File: config.mk
export PLATFORM = sky130hd
export DESIGN_NAME = lsu_top
export DESIGN_NICKNAME = d
export VERILOG_FILES = /design/src/verilog/lsu_pkg.sv /design/src/verilog/lsu_agu.sv /design/src/verilog/lsu_issue_buffer.sv /design/src/verilog/lsu_mem_ctrl.sv /design/src/verilog/lsu_result.sv /design/src/verilog/lsu_top.sv
export VERILOG_INCLUDE_DIRS = /design/src /design/src/verilog
export SDC_FILE = /design/constraint.sdc
export NUM_CORES = 1
export LEC_CHECK = 0
export CAP_MARGIN = 0
export CORE_ASPECT_RATIO = 1.2
export CORE_UTILIZATION = 50
export DETAILED_ROUTE_END_ITERATION = 12
export DONT_BUFFER_PORTS = 1
export GPL_TIMING_DRIVEN = 1
export PLACE_DENSITY = 0.73
export SLEW_MARGIN = 25
export SYNTH_ARGS = -nofsm -noshare
export SYNTH_HDL_FRONTEND = slang
export SYNTH_SLANG_ARGS = --single-unit
File: constraint.sdc
create_clock -name clk_i -period 4.35 [get_ports clk_i]
set_input_delay 0.2175 -clock clk_i [delete_from_list [all_inputs] [get_ports clk_i]]
set_output_delay 0.2175 -clock clk_i [all_outputs]
set_load 0.02 [all_outputs]
File: src/verilog/lsu_cfg.svh
// Load/store unit configuration
`ifndef LSU_CFG_SVH
`define LSU_CFG_SVH

// Data path and scoreboard widths
`define LSU_XLEN 32
`define LSU_TRANS_ID_BITS 3

// Issue buffer entries
`define LSU_BUF_DEPTH 2

// Exception cause codes
`define LSU_CAUSE_BITS 5
`define LSU_CAUSE_LD_MISALIGNED 4
`define LSU_CAUSE_ST_MISALIGNED 6

// Operation code layout
`define LSU_OP_STORE_BIT 3
`define LSU_OP_UNSIGNED_BIT 2
`define LSU_SIZE_BYTE 2'd0
`define LSU_SIZE_HALF 2'd1

`endif

File: src/verilog/lsu_pkg.sv
// Load/store unit types
`default_nettype none
`include "lsu_cfg.svh"

package lsu_pkg;

  // ------------------------------
  // Data path vectors
  // ------------------------------

  // Operand, result and address
  typedef logic [`LSU_XLEN-1:0] xlen_t;

  // One enable per byte lane
  typedef logic [`LSU_XLEN/8-1:0] be_t;

  typedef logic [`LSU_TRANS_ID_BITS-1:0] trans_id_t;

  typedef logic [`LSU_CAUSE_BITS-1:0] cause_t;

  // Bit 3 store, bit 2 unsigned, bits 1:0 transfer size
  typedef logic [3:0] lsu_op_t;

  // ------------------------------
  // Memory controller
  // ------------------------------

  typedef enum logic [1:0] {
    IDLE,
    WAIT_GNT,
    WAIT_RVALID
  } mem_state_e;

endpackage

`default_nettype wire

File: src/verilog/lsu_agu.sv
// Address generation unit
`timescale 1ns/1ps
`default_nettype none
`include "lsu_cfg.svh"

module lsu_agu (
  input  wire lsu_pkg::lsu_op_t op_i,
  input  wire lsu_pkg::xlen_t   operand_a_i,
  input  wire lsu_pkg::xlen_t   imm_i,
  output lsu_pkg::xlen_t        vaddr_o,
  output lsu_pkg::be_t          be_o,
  output logic                  misaligned_o
);

  logic [1:0] size;
  logic [1:0] offset;

  // Base plus signed immediate, wraps modulo 2^XLEN
  assign vaddr_o = operand_a_i + imm_i;

  assign size   = op_i[1:0];
  assign offset = vaddr_o[1:0];

  // ------------------------------
  // Byte enable
  // ------------------------------

  always_comb begin
    case (size)
      `LSU_SIZE_BYTE: begin
        be_o = lsu_pkg::be_t'(4'b0001) << offset;
      end
      `LSU_SIZE_HALF: begin
        be_o = lsu_pkg::be_t'(4'b0011) << offset;
      end
      // Word, and the unused size code treated as word
      default: begin
        be_o = '1;
      end
    endcase
  end

  // ------------------------------
  // Misaligned detection
  // ------------------------------

  always_comb begin
    case (size)
      // Byte accesses are always aligned
      `LSU_SIZE_BYTE: begin
        misaligned_o = 1'b0;
      end
      `LSU_SIZE_HALF: begin
        misaligned_o = offset[0];
      end
      default: begin
        misaligned_o = |offset;
      end
    endcase
  end

endmodule

`default_nettype wire

File: src/verilog/lsu_issue_buffer.sv
// Issue request buffer
`timescale 1ns/1ps
`default_nettype none
`include "lsu_cfg.svh"

module lsu_issue_buffer (
  input  wire                     clk_i,
  input  wire                     rst_ni,
  input  wire                     push_i,
  input  wire lsu_pkg::lsu_op_t   op_i,
  input  wire lsu_pkg::xlen_t     vaddr_i,
  input  wire lsu_pkg::be_t       be_i,
  input  wire lsu_pkg::xlen_t     wdata_i,
  input  wire lsu_pkg::trans_id_t trans_id_i,
  input  wire                     misaligned_i,
  output logic                    ready_o,
  output logic                    valid_o,
  output lsu_pkg::lsu_op_t        op_o,
  output lsu_pkg::xlen_t          vaddr_o,
  output lsu_pkg::be_t            be_o,
  output lsu_pkg::xlen_t          wdata_o,
  output lsu_pkg::trans_id_t      trans_id_o,
  output logic                    misaligned_o,
  input  wire                     pop_i
);

  localparam int PTR_BITS = $clog2(`LSU_BUF_DEPTH);
  localparam int CNT_BITS = $clog2(`LSU_BUF_DEPTH + 1);

  lsu_pkg::lsu_op_t   op_mem         [`LSU_BUF_DEPTH];
  lsu_pkg::xlen_t     vaddr_mem      [`LSU_BUF_DEPTH];
  lsu_pkg::be_t       be_mem         [`LSU_BUF_DEPTH];
  lsu_pkg::xlen_t     wdata_mem      [`LSU_BUF_DEPTH];
  lsu_pkg::trans_id_t trans_id_mem   [`LSU_BUF_DEPTH];
  logic               misaligned_mem [`LSU_BUF_DEPTH];

  logic [PTR_BITS-1:0] wptr_q;
  logic [PTR_BITS-1:0] rptr_q;
  logic [CNT_BITS-1:0] count_q;

  assign ready_o = (count_q != CNT_BITS'(`LSU_BUF_DEPTH));
  assign valid_o = (count_q != '0);

  // Head of the queue
  assign op_o         = op_mem[rptr_q];
  assign vaddr_o      = vaddr_mem[rptr_q];
  assign be_o         = be_mem[rptr_q];
  assign wdata_o      = wdata_mem[rptr_q];
  assign trans_id_o   = trans_id_mem[rptr_q];
  assign misaligned_o = misaligned_mem[rptr_q];

  always_ff @(posedge clk_i) begin
    if (push_i) begin
      op_mem[wptr_q]         <= op_i;
      vaddr_mem[wptr_q]      <= vaddr_i;
      be_mem[wptr_q]         <= be_i;
      wdata_mem[wptr_q]      <= wdata_i;
      trans_id_mem[wptr_q]   <= trans_id_i;
      misaligned_mem[wptr_q] <= misaligned_i;
    end
  end

  // Pointers wrap at the last entry
  always_ff @(posedge clk_i or negedge rst_ni) begin
    if (!rst_ni) begin
      wptr_q  <= '0;
      rptr_q  <= '0;
      count_q <= '0;
    end else begin
      if (push_i) begin
        wptr_q <= (wptr_q == PTR_BITS'(`LSU_BUF_DEPTH - 1)) ? '0 : wptr_q + 1'b1;
      end
      if (pop_i) begin
        rptr_q <= (rptr_q == PTR_BITS'(`LSU_BUF_DEPTH - 1)) ? '0 : rptr_q + 1'b1;
      end
      if (push_i && !pop_i) begin
        count_q <= count_q + 1'b1;
      end else if (pop_i && !push_i) begin
        count_q <= count_q - 1'b1;
      end
    end
  end

  a_no_overflow : assert property (@(posedge clk_i) disable iff (!rst_ni) push_i |-> ready_o);
  a_no_underflow : assert property (@(posedge clk_i) disable iff (!rst_ni) pop_i |-> valid_o);

endmodule

`default_nettype wire

File: src/verilog/lsu_mem_ctrl.sv
// Data memory controller
`timescale 1ns/1ps
`default_nettype none
`include "lsu_cfg.svh"

module lsu_mem_ctrl (
  input  wire                     clk_i,
  input  wire                     rst_ni,
  input  wire                     valid_i,
  input  wire lsu_pkg::lsu_op_t   op_i,
  input  wire lsu_pkg::xlen_t     vaddr_i,
  input  wire lsu_pkg::be_t       be_i,
  input  wire lsu_pkg::xlen_t     wdata_i,
  input  wire lsu_pkg::trans_id_t trans_id_i,
  input  wire                     misaligned_i,
  output logic                    pop_o,
  output logic                    mem_req_o,
  output logic                    mem_we_o,
  output lsu_pkg::xlen_t          mem_addr_o,
  output lsu_pkg::be_t            mem_be_o,
  output lsu_pkg::xlen_t          mem_wdata_o,
  input  wire                     mem_gnt_i,
  input  wire                     mem_rvalid_i,
  input  wire lsu_pkg::xlen_t     mem_rdata_i,
  output logic                    done_o,
  output lsu_pkg::lsu_op_t        done_op_o,
  output lsu_pkg::trans_id_t      done_trans_id_o,
  output lsu_pkg::xlen_t          done_vaddr_o,
  output lsu_pkg::xlen_t          done_rdata_o,
  output logic                    done_misaligned_o
);

  lsu_pkg::mem_state_e state_q, state_d;
  logic                done_d;

  // Request being served
  lsu_pkg::lsu_op_t   op_q;
  lsu_pkg::xlen_t     vaddr_q;
  lsu_pkg::be_t       be_q;
  lsu_pkg::xlen_t     wdata_q;
  lsu_pkg::trans_id_t trans_id_q;
  logic               misaligned_q;
  lsu_pkg::xlen_t     rdata_q;

  // ------------------------------
  // Memory port
  // ------------------------------

  assign mem_req_o   = (state_q == lsu_pkg::WAIT_GNT);
  assign mem_we_o    = op_q[`LSU_OP_STORE_BIT];
  assign mem_addr_o  = {vaddr_q[`LSU_XLEN-1:2], 2'b00};
  assign mem_be_o    = be_q;
  // Store data moved up to its byte lane
  assign mem_wdata_o = wdata_q << {vaddr_q[1:0], 3'b000};

  // ------------------------------
  // FSM
  // ------------------------------

  always_comb begin
    state_d = state_q;
    pop_o   = 1'b0;
    done_d  = 1'b0;
    unique case (state_q)
      lsu_pkg::IDLE: begin
        if (valid_i) begin
          pop_o = 1'b1;
          // Misaligned requests skip memory entirely
          if (misaligned_i) begin
            done_d = 1'b1;
          end else begin
            state_d = lsu_pkg::WAIT_GNT;
          end
        end
      end
      lsu_pkg::WAIT_GNT: begin
        if (mem_gnt_i) begin
          if (op_q[`LSU_OP_STORE_BIT]) begin
            done_d  = 1'b1;
            state_d = lsu_pkg::IDLE;
          end else begin
            state_d = lsu_pkg::WAIT_RVALID;
          end
        end
      end
      lsu_pkg::WAIT_RVALID: begin
        if (mem_rvalid_i) begin
          done_d  = 1'b1;
          state_d = lsu_pkg::IDLE;
        end
      end
      default: state_d = lsu_pkg::IDLE;
    endcase
  end

  always_ff @(posedge clk_i or negedge rst_ni) begin
    if (!rst_ni) begin
      state_q <= lsu_pkg::IDLE;
      done_o  <= 1'b0;
    end else begin
      state_q <= state_d;
      done_o  <= done_d;
    end
  end

  always_ff @(posedge clk_i) begin
    if (pop_o) begin
      op_q         <= op_i;
      vaddr_q      <= vaddr_i;
      be_q         <= be_i;
      wdata_q      <= wdata_i;
      trans_id_q   <= trans_id_i;
      misaligned_q <= misaligned_i;
    end
    if (state_q == lsu_pkg::WAIT_RVALID && mem_rvalid_i) begin
      rdata_q <= mem_rdata_i;
    end
  end

  assign done_op_o         = op_q;
  assign done_trans_id_o   = trans_id_q;
  assign done_vaddr_o      = vaddr_q;
  assign done_rdata_o      = rdata_q;
  assign done_misaligned_o = misaligned_q;

  a_req_stable : assert property (@(posedge clk_i) disable iff (!rst_ni)
    mem_req_o && !mem_gnt_i |=> mem_req_o && $stable(mem_we_o) && $stable(mem_addr_o)
      && $stable(mem_be_o) && $stable(mem_wdata_o));
  a_rvalid_expected : assert property (@(posedge clk_i) disable iff (!rst_ni)
    mem_rvalid_i |-> state_q == lsu_pkg::WAIT_RVALID);

endmodule

`default_nettype wire

File: src/verilog/lsu_result.sv
// Load and store result stage
`timescale 1ns/1ps
`default_nettype none
`include "lsu_cfg.svh"

module lsu_result (
  input  wire                     clk_i,
  input  wire                     rst_ni,
  input  wire                     done_i,
  input  wire lsu_pkg::lsu_op_t   done_op_i,
  input  wire lsu_pkg::trans_id_t done_trans_id_i,
  input  wire lsu_pkg::xlen_t     done_vaddr_i,
  input  wire lsu_pkg::xlen_t     done_rdata_i,
  input  wire                     done_misaligned_i,
  output logic                    load_valid_o,
  output lsu_pkg::trans_id_t      load_trans_id_o,
  output lsu_pkg::xlen_t          load_result_o,
  output logic                    load_ex_valid_o,
  output lsu_pkg::cause_t         load_ex_cause_o,
  output lsu_pkg::xlen_t          load_ex_tval_o,
  output logic                    store_valid_o,
  output lsu_pkg::trans_id_t      store_trans_id_o,
  output logic                    store_ex_valid_o,
  output lsu_pkg::cause_t         store_ex_cause_o,
  output lsu_pkg::xlen_t          store_ex_tval_o
);

  logic           is_store;
  logic           sign_ext;
  lsu_pkg::xlen_t shifted;
  lsu_pkg::xlen_t extended;

  assign is_store = done_op_i[`LSU_OP_STORE_BIT];
  assign sign_ext = !done_op_i[`LSU_OP_UNSIGNED_BIT];

  // Bring the addressed lane down to bit 0
  assign shifted = done_rdata_i >> {done_vaddr_i[1:0], 3'b000};

  always_comb begin
    case (done_op_i[1:0])
      `LSU_SIZE_BYTE: extended = {{(`LSU_XLEN-8){sign_ext & shifted[7]}}, shifted[7:0]};
      `LSU_SIZE_HALF: extended = {{(`LSU_XLEN-16){sign_ext & shifted[15]}}, shifted[15:0]};
      default:        extended = shifted;
    endcase
  end

  always_ff @(posedge clk_i or negedge rst_ni) begin
    if (!rst_ni) begin
      load_valid_o     <= 1'b0;
      store_valid_o    <= 1'b0;
      load_ex_valid_o  <= 1'b0;
      store_ex_valid_o <= 1'b0;
    end else begin
      load_valid_o     <= done_i && !is_store;
      store_valid_o    <= done_i && is_store;
      load_ex_valid_o  <= done_i && !is_store && done_misaligned_i;
      store_ex_valid_o <= done_i && is_store && done_misaligned_i;
    end
  end

  // Faulting accesses report the address and return zero
  always_ff @(posedge clk_i) begin
    if (done_i) begin
      load_trans_id_o  <= done_trans_id_i;
      store_trans_id_o <= done_trans_id_i;
      load_result_o    <= done_misaligned_i ? '0 : extended;
      load_ex_cause_o  <= done_misaligned_i ?
                          lsu_pkg::cause_t'(`LSU_CAUSE_LD_MISALIGNED) : '0;
      store_ex_cause_o <= done_misaligned_i ?
                          lsu_pkg::cause_t'(`LSU_CAUSE_ST_MISALIGNED) : '0;
      load_ex_tval_o   <= done_misaligned_i ? done_vaddr_i : '0;
      store_ex_tval_o  <= done_misaligned_i ? done_vaddr_i : '0;
    end
  end

  // Only aligned accesses reach the lane shift
  a_aligned_done : assert property (@(posedge clk_i) disable iff (!rst_ni)
    done_i && !done_misaligned_i && done_op_i[1:0] != `LSU_SIZE_BYTE
      |-> !done_vaddr_i[0] && (done_op_i[1:0] == `LSU_SIZE_HALF || !done_vaddr_i[1]));

endmodule

`default_nettype wire

File: src/verilog/lsu_top.sv
// Load/store unit top level
`timescale 1ns/1ps
`default_nettype none

module lsu_top (
  input  wire                     clk_i,
  input  wire                     rst_ni,
  // Issue side
  input  wire                     lsu_valid_i,
  input  wire lsu_pkg::lsu_op_t   lsu_op_i,
  input  wire lsu_pkg::xlen_t     operand_a_i,
  input  wire lsu_pkg::xlen_t     operand_b_i,
  input  wire lsu_pkg::xlen_t     imm_i,
  input  wire lsu_pkg::trans_id_t trans_id_i,
  output logic                    lsu_ready_o,
  // Data memory port
  output logic                    mem_req_o,
  output logic                    mem_we_o,
  output lsu_pkg::xlen_t          mem_addr_o,
  output lsu_pkg::be_t            mem_be_o,
  output lsu_pkg::xlen_t          mem_wdata_o,
  input  wire                     mem_gnt_i,
  input  wire                     mem_rvalid_i,
  input  wire lsu_pkg::xlen_t     mem_rdata_i,
  // Results
  output logic                    load_valid_o,
  output lsu_pkg::trans_id_t      load_trans_id_o,
  output lsu_pkg::xlen_t          load_result_o,
  output logic                    load_ex_valid_o,
  output lsu_pkg::cause_t         load_ex_cause_o,
  output lsu_pkg::xlen_t          load_ex_tval_o,
  output logic                    store_valid_o,
  output lsu_pkg::trans_id_t      store_trans_id_o,
  output logic                    store_ex_valid_o,
  output lsu_pkg::cause_t         store_ex_cause_o,
  output lsu_pkg::xlen_t          store_ex_tval_o
);

  lsu_pkg::xlen_t     agu_vaddr, head_vaddr, head_wdata, done_vaddr, done_rdata;
  lsu_pkg::be_t       agu_be, head_be;
  lsu_pkg::lsu_op_t   head_op, done_op;
  lsu_pkg::trans_id_t head_trans_id, done_trans_id;
  logic               agu_misaligned, head_valid, head_misaligned, pop, done, done_misaligned;

  lsu_agu i_agu (
    .op_i(lsu_op_i), .operand_a_i(operand_a_i), .imm_i(imm_i),
    .vaddr_o(agu_vaddr), .be_o(agu_be), .misaligned_o(agu_misaligned)
  );

  // Push on the issue handshake
  lsu_issue_buffer i_buffer (
    .clk_i(clk_i), .rst_ni(rst_ni), .push_i(lsu_valid_i && lsu_ready_o),
    .op_i(lsu_op_i), .vaddr_i(agu_vaddr), .be_i(agu_be), .wdata_i(operand_b_i),
    .trans_id_i(trans_id_i), .misaligned_i(agu_misaligned), .ready_o(lsu_ready_o),
    .valid_o(head_valid), .op_o(head_op), .vaddr_o(head_vaddr), .be_o(head_be),
    .wdata_o(head_wdata), .trans_id_o(head_trans_id), .misaligned_o(head_misaligned),
    .pop_i(pop)
  );

  lsu_mem_ctrl i_mem_ctrl (
    .clk_i(clk_i), .rst_ni(rst_ni), .valid_i(head_valid), .op_i(head_op),
    .vaddr_i(head_vaddr), .be_i(head_be), .wdata_i(head_wdata),
    .trans_id_i(head_trans_id), .misaligned_i(head_misaligned), .pop_o(pop),
    .mem_req_o(mem_req_o), .mem_we_o(mem_we_o), .mem_addr_o(mem_addr_o),
    .mem_be_o(mem_be_o), .mem_wdata_o(mem_wdata_o), .mem_gnt_i(mem_gnt_i),
    .mem_rvalid_i(mem_rvalid_i), .mem_rdata_i(mem_rdata_i), .done_o(done),
    .done_op_o(done_op), .done_trans_id_o(done_trans_id), .done_vaddr_o(done_vaddr),
    .done_rdata_o(done_rdata), .done_misaligned_o(done_misaligned)
  );

  lsu_result i_result (
    .clk_i(clk_i), .rst_ni(rst_ni), .done_i(done), .done_op_i(done_op),
    .done_trans_id_i(done_trans_id), .done_vaddr_i(done_vaddr),
    .done_rdata_i(done_rdata), .done_misaligned_i(done_misaligned),
    .load_valid_o(load_valid_o), .load_trans_id_o(load_trans_id_o),
    .load_result_o(load_result_o), .load_ex_valid_o(load_ex_valid_o),
    .load_ex_cause_o(load_ex_cause_o), .load_ex_tval_o(load_ex_tval_o),
    .store_valid_o(store_valid_o), .store_trans_id_o(store_trans_id_o),
    .store_ex_valid_o(store_ex_valid_o), .store_ex_cause_o(store_ex_cause_o),
    .store_ex_tval_o(store_ex_tval_o)
  );

endmodule

`default_nettype wire
After elaboration in Yosys (flattened, before gate mapping) --
Memories as Yosys holds them, arrays and structs flattened. A register that Yosys moved wholly into a read port is not among the register bits. Index checks and enable logic that the tools add are counted. Widths: inputs -> output; s select.
Cells by class: bitwise operators 2, muxes and demuxes 25, equality and inequality tests 9, add/subtract/negate cells 5, shift-type cells 4, reduce and logical (&&, ||, !) cells 19
Operators with widths (number):
- $pmux 32 s2 | 1
- $add 32x32->32 | 1
- $shl 32x5->32 | 1
- $shr 32x5->32 | 1
- $mux 2 | 7
- $mux 1 | 11
- $logic_and 1x1->1 | 8
- $ne 2x2->1 const B | 4
- $pmux 4 s2 | 1
- $eq 2x1->1 const B | 3
- $logic_not 2->1 | 3
- $mux 3 | 2
- $pmux 2 s3 | 1
- $logic_not 1->1 | 4
- $reduce_and 4->1 | 1
- $reduce_bool 2->1 | 2
- $shl 1x2->4 const A | 1
- $shl 2x2->4 const A | 1
- $pmux 1 s3 | 1
- $add 1x1->1 const B | 2
- $add 2x1->2 const B | 1
- $and 1x1->1 | 2
- $eq 2x2->1 const B | 1
- $ne 2x1->1 const B | 1
- 3 further kinds | 3
Storage, ports and cells: word-level logic and storage cells 86, register bits 121, output and inout port bits 187, memories 6, bits in writable memories 152
Memory list:
- i_buffer.vaddr_mem | depth 2, bits a word 32, read ports 1, clocked after memory_dff 1, write ports 1, line lsu_issue_buffer.sv:31 | lsu_pkg::xlen_t vaddr_mem [`LSU_BUF_DEPTH];
- i_buffer.wdata_mem | depth 2, bits a word 32, read ports 1, clocked after memory_dff 1, write ports 1, line lsu_issue_buffer.sv:33 | lsu_pkg::xlen_t wdata_mem [`LSU_BUF_DEPTH];
- i_buffer.be_mem | depth 2, bits a word 4, read ports 1, clocked after memory_dff 1, write ports 1, line lsu_issue_buffer.sv:32 | lsu_pkg::be_t be_mem [`LSU_BUF_DEPTH];
- i_buffer.op_mem | depth 2, bits a word 4, read ports 1, clocked after memory_dff 1, write ports 1, line lsu_issue_buffer.sv:30 | lsu_pkg::lsu_op_t op_mem [`LSU_BUF_DEPTH];
- i_buffer.trans_id_mem | depth 2, bits a word 3, read ports 1, clocked after memory_dff 1, write ports 1, line lsu_issue_buffer.sv:34 | lsu_pkg::trans_id_t trans_id_mem [`LSU_BUF_DEPTH];
- i_buffer.misaligned_mem | depth 2, bits a word 1, read ports 1, clocked after memory_dff 0, write ports 1, line lsu_issue_buffer.sv:35 | logic misaligned_mem [`LSU_BUF_DEPTH];

Longest topological paths before layout --
depth in word-level cells 6, gate-level depth with buffers 9

Cells and area by module --
Synthesis repeated with hierarchy kept, for this count alone.
Second synthesis, totals: cells, all modules 1042, area total of the unflattened synthesis 15497.4 µm²
By module, submodules not included:
- lsu_issue_buffer | cells an instance 253, times used 1, sequential area each 4664.5 µm², area an instance 5809.3 µm²
- lsu_mem_ctrl | cells an instance 222, times used 1, sequential area each 3318.2 µm², area an instance 4199.0 µm²
- lsu_result | cells an instance 271, times used 1, sequential area each 2142.1 µm², area an instance 3470.8 µm²
- lsu_agu | cells an instance 295, times used 1, sequential area each 0.0 µm², area an instance 2011.9 µm²
- lsu_top | cells an instance 1, times used 1, sequential area each 0.0 µm², area an instance 6.3 µm²

Worst setup path after synthesis --
No wires, ideal clock.
path type register to register, start register i_buffer.count_q[0], end memory i_buffer.be_mem[0][0] (netlist name), enable pin, library setup time 511 ps, data required time 3839 ps, path slack -138 ps, arrival 3977 ps, cell stages (with the launch flop) 4, path buffers 0, clock period less this slack 4488 ps, cells stage by stage dfrtp_1 > nand2b_1 > nand2_1 > nor2_1
On the way: cells in the longest elaborated chain, start to end 4
RTL lines:
- start, declared | line lsu_issue_buffer.sv:39 | logic [CNT_BITS-1:0] count_q;
- start signal, assigned | line lsu_issue_buffer.sv:77 | count_q <= count_q + 1'b1;
- start signal, assigned | line lsu_issue_buffer.sv:79 | count_q <= count_q - 1'b1;
- $ne 2x2->1 | line lsu_issue_buffer.sv:41 | assign ready_o = (count_q != CNT_BITS'(`LSU_BUF_DEPTH));
- via lsu_ready_o | line lsu_top.sv:15 | output logic lsu_ready_o,
- $logic_and 1x1->1 | line lsu_top.sv:52 | .clk_i(clk_i), .rst_ni(rst_ni), .push_i(lsu_valid_i && lsu_ready_o),
- $mux 1 | line lsu_issue_buffer.sv:53 | if (push_i) begin
- $mux 1 (not written as such) | line lsu_issue_buffer.sv:56 | be_mem[wptr_q] <= be_i;
- end, declared | line lsu_issue_buffer.sv:32
The timed path passes the listed nets, and every way through them passes these cells.

Worst setup path in the final report --
start register i_mem_ctrl.vaddr_q[1], in the netlist i_mem_ctrl.done_vaddr_o[1], read port of i_buffer.vaddr_mem, end output port mem_wdata_o[22]
On the way: cells in the longest elaborated chain, start to end 1
RTL lines:
- start, declared | line lsu_mem_ctrl.sv:38 | lsu_pkg::xlen_t vaddr_q;
- $shl 32x5->32 | line lsu_mem_ctrl.sv:54 | assign mem_wdata_o = wdata_q << {vaddr_q[1:0], 3'b000};
- end, declared | line lsu_top.sv:21 | output lsu_pkg::xlen_t mem_wdata_o,
Every way passes these cells.

==> flow_metrics.py <==
metrics = {
    "synth": {
        "yosysWarnings": 0,
        "syn_area_mm2": 0.0152,
        "syn_inst": 1051,
        "ys_types": 69,
        "synth_seq_area_share_pct": 66.5,
        "synth_edf_count": 328,
        "async_flop_share_pct": 3.24,
        "synth_ff_type": "edfxtp_1",
        "syn_avg_cell_area_um2": 14.5,
        "ys_seq_elements": 339,
    },
    "worst_setup_path": {
        "r2r_setup_slack_ns": 1.85,
        "cp.required_ns": 4.13,
        "arrival_ns": 2.52,
        "path_max_fanout": 55,
        "startpoint_type": "register",
        "crit_type": "register to primary output",
        "end_kind": "primary output",
    },
    "grt": {
        "grt_overflow_total": 0,
        "grt_pass1_wl_mm": 47.7,
        "use_met3_pct": 3.89,
        "grt_pass1_vias": 8519,
        "track_usage_pct": 20.0,
        "use_met2_pct": 36.4,
        "busiest_layer": "met2",
        "antenna_found_initial": 0,
        "grt_util_met1_pct": 23.0,
        "grt_max_degree": 78,
    },
    "cells_and_area": {
        "areaGrowthSynthToFinish_pct": 11.0,
        "final_nets": 1229,
        "drive_above_1_share_pct": 15.6,
        "n_antenna_cell": 0,
        "fin_util_pct": 56.7,
        "final_common_cell": "edfxtp_1",
        "fill_cells": 2303,
        "final_cell_mix": "edfxtp_1 (328), mux2_2 (84), dlygate4sd3_1 (75)",
    },
    "place": {
        "io_buffers": 0,
        "dp_hpwl_mm": 21.1,
        "place.gp.congestion": 0.916,
    },
    "routing": {
        "vias_per_cell": 5.72,
        "ant_nets": 0,
        "post_drt_wl_per_cell_um": 21.5,
        "drc": 0,
        "vias": 8421,
        "firstDrtPassIters": 7,
        "wl_mm": 31.6,
        "drt_iter0_drc": 727,
    },
    "power_and_ir_drop": {
        "p_leak_nw": 5.90,
        "powerDensity_mw_per_mm2": 746,
        "ir_drop_mv": 0.378,
    },
    "die": {
        "dieArea_mm2": 0.0311,
        "die_y_um": 193,
        "placementRows": 69,
        "core_mm2": 0.0298,
        "die_w_um": 161,
        "io_pins": 327,
        "initial_utilization_pct": 51.1,
    },
    "timing": {
        "slew_violations": 0,
        "min_period_ns": 2.74,
        "setup-tns-final_ns": 0,
        "skew_ns": 0.00831,
        "rsz0062_at_grt": "no",
        "finalHoldViolCount": 0,
        "slew-limit-headroom_pct": 33.2,
        "setup_violations": 0,
        "holdWs_ns": 0.115,
        "worst_slew_pin_slew_ns": 1.00,
        "fmax_mhz": 365,
        "fin_crit_sh_pct": 63.0,
    },
    "clocking": {
        "cts_root_buf": "clkbuf_16",
        "numCtsBuffers": 35,
        "cts-resized-gates": 0,
        "clock_latency_ns": 0.51,
        "postCtsHoldBufs": 75,
        "clk_path_buf_depth": 3,
        "cts.reportedPaths.clkPinSlew_ns": 0.06,
        "cts-htree-levels": 2,
        "post_cts_buffers": 0,
        "cts_tree": "yes",
        "clock-sinks": 339,
    },
    "worst_hold_path": {
        "hold_class": "primary input to async pin",
    },
    "run_status": {
        "outcome": "finished, final reports clean",
    },
    "flow_run": {
        "maxCapViolCount": 0,
    },
}
==> metrics by stage <==
step | cells | total power, W | cell area, um^2 | worst slack (ns)
6_report | 1471 | 0.0126 | 16900 | 1.61
5_1_grt | 1471 | 0.0132 | 16900 | 1.50
4_1_cts | 1470 | 0.0127 | 16900 | 1.57
3_5_place_dp | 1333 | 0.00981 | 15100 | 1.65
3_3_place_gp | 1332 | 0.00970 | 15000 | 1.70
2_1_floorplan | 1059 | 0.00924 | 15200 | 1.13
==> power breakdown <==
part	total, W	internal [W]	switching [W]
Combinational	0.00313	0.00112	0.00201
Clock	0.00279	0.00160	0.00119
Sequential	0.00668	0.00520	0.00147
==> registers in the layout (all words and copies together) (netlist names), 2 cells and up <==
| name | cells |
|---|---|
| i_buffer.wdata_mem | 64 |
| i_mem_ctrl.done_trans_id_o | 3 |
| i_mem_ctrl.done_rdata_o | 32 |
| i_mem_ctrl.done_vaddr_o | 32 |
| i_result.load_ex_tval_o | 32 |
| i_buffer.trans_id_mem | 6 |
| i_result.load_result_o | 32 |
| i_buffer.count_q | 2 |
| i_mem_ctrl.state_q | 2 |
| i_buffer.misaligned_mem | 2 |
| i_mem_ctrl.wdata_q | 32 |
| i_result.load_trans_id_o | 3 |
| i_mem_ctrl.done_op_o | 4 |
| i_buffer.op_mem | 8 |
| i_buffer.vaddr_mem | 64 |
| i_buffer.be_mem | 8 |
| i_mem_ctrl.mem_be_o | 4 |
==> final cells by class <==
| type | count | area (um^2) | share of cell area (%) |
|---|---|---|---|
| Sequential cell | 339 | 10100 | 60.0 |
| Multi-Input combinational cell | 585 | 4300 | 25.5 |
| Clock buffer | 43 | 906 | 5.36 |
| Timing Repair Buffer | 86 | 873 | 5.17 |
| Tap cell | 390 | 488 | 2.89 |
| Clock inverter | 19 | 148 | 0.874 |
| Inverter | 9 | 35.0 | 0.207 |
==> worst max-delay path, cell delays in order, from the launching register on <==
cell,delay [ns]
edfxtp_1,0.49
buf_4,0.62
mux2i_1,0.19
o21ai_0,0.71
==> cell usage after synthesis (all sizes together) (2+ instances only) <==
| library cell | instances | share of area (%) |
|---|---|---|
| nor3 | 2 | 0.066 |
| and2 | 45 | 1.9 |
| o211ai | 4 | 0.20 |
| a21o | 16 | 0.79 |
| a21boi | 2 | 0.099 |
| a31oi | 5 | 0.21 |
| dfrtp | 11 | 1.8 |
| a31o | 4 | 0.23 |
| o21ai | 32 | 1.1 |
| inv | 9 | 0.22 |
| edfxtp | 328 | 65 |
| o2111ai | 3 | 0.17 |
| or2 | 3 | 0.12 |
| nand3 | 3 | 0.099 |
| ha | 32 | 2.6 |
| nor2b | 22 | 0.90 |
| a211oi | 27 | 1.4 |
| xnor2 | 24 | 1.4 |
| or3 | 4 | 0.16 |
| clkbuf | 34 | 0.84 |
| o21bai | 7 | 0.42 |
| nand4 | 9 | 0.37 |
| o31ai | 2 | 0.22 |
| buf | 92 | 4.4 |
| mux2 | 85 | 6.3 |
| nand2b | 4 | 0.16 |
| a21oi | 66 | 2.4 |
| nor2 | 37 | 0.93 |
| nand2 | 72 | 1.8 |
| xor2 | 10 | 0.58 |
| a2111oi | 2 | 0.12 |
| nor4 | 2 | 0.082 |
| o21a | 2 | 0.099 |
| mux2i | 25 | 1.6 |
| and3 | 3 | 0.12 |
==> worst paths after layout <==
check | cells after the start | startpoint | to
worst min register to register | 0 | i_mem_ctrl.done_trans_id_o[2]$_DFFE_PP_ | i_result.load_trans_id_o[2]$_DFFE_PP_
worst max-delay path | 3 | i_mem_ctrl.done_vaddr_o[1]$_DFFE_PP_ | mem_wdata_o[22]
worst min-delay path | 1 | rst_ni | i_buffer.wptr_q$_DFFE_PN0P_
worst max register to register | 3 | i_buffer.count_q[0]$_DFFE_PN0P_ | i_mem_ctrl.wdata_q[20]$_DFFE_PP_
max in group asynchronous | 1 | rst_ni | i_buffer.rptr_q$_DFFE_PN0P_
min in group clk_i | 2 | operand_a_i[31] | i_buffer.vaddr_mem[0][31]$_DFFE_PP_
==> routing by layer <==
| metal | share of wire, % | up-vias | routed length, um |
|---|---|---|---|
| met2 | 52 | 356 | 16400 |
| met1 | 38 | 4133 | 12000 |
| met5 | 0 | - | 0 |
| met3 | 6.5 | 78 | 2040 |
| li1 | - | 3854 | - |
| met4 | 3.5 | 0 | 1110 |
==> cells by family after synthesis <==
group	share of synthesized area, %
AOI/OAI and AO/OA	8.32
adders and majority gates	2.76
xor gates and xnor gates	1.96
other	0.0246
DFF	66.5
muxes	7.96
buffers and inverters	5.44
and+or+nand+nor	6.98
(Power assumes the default switching activity.)
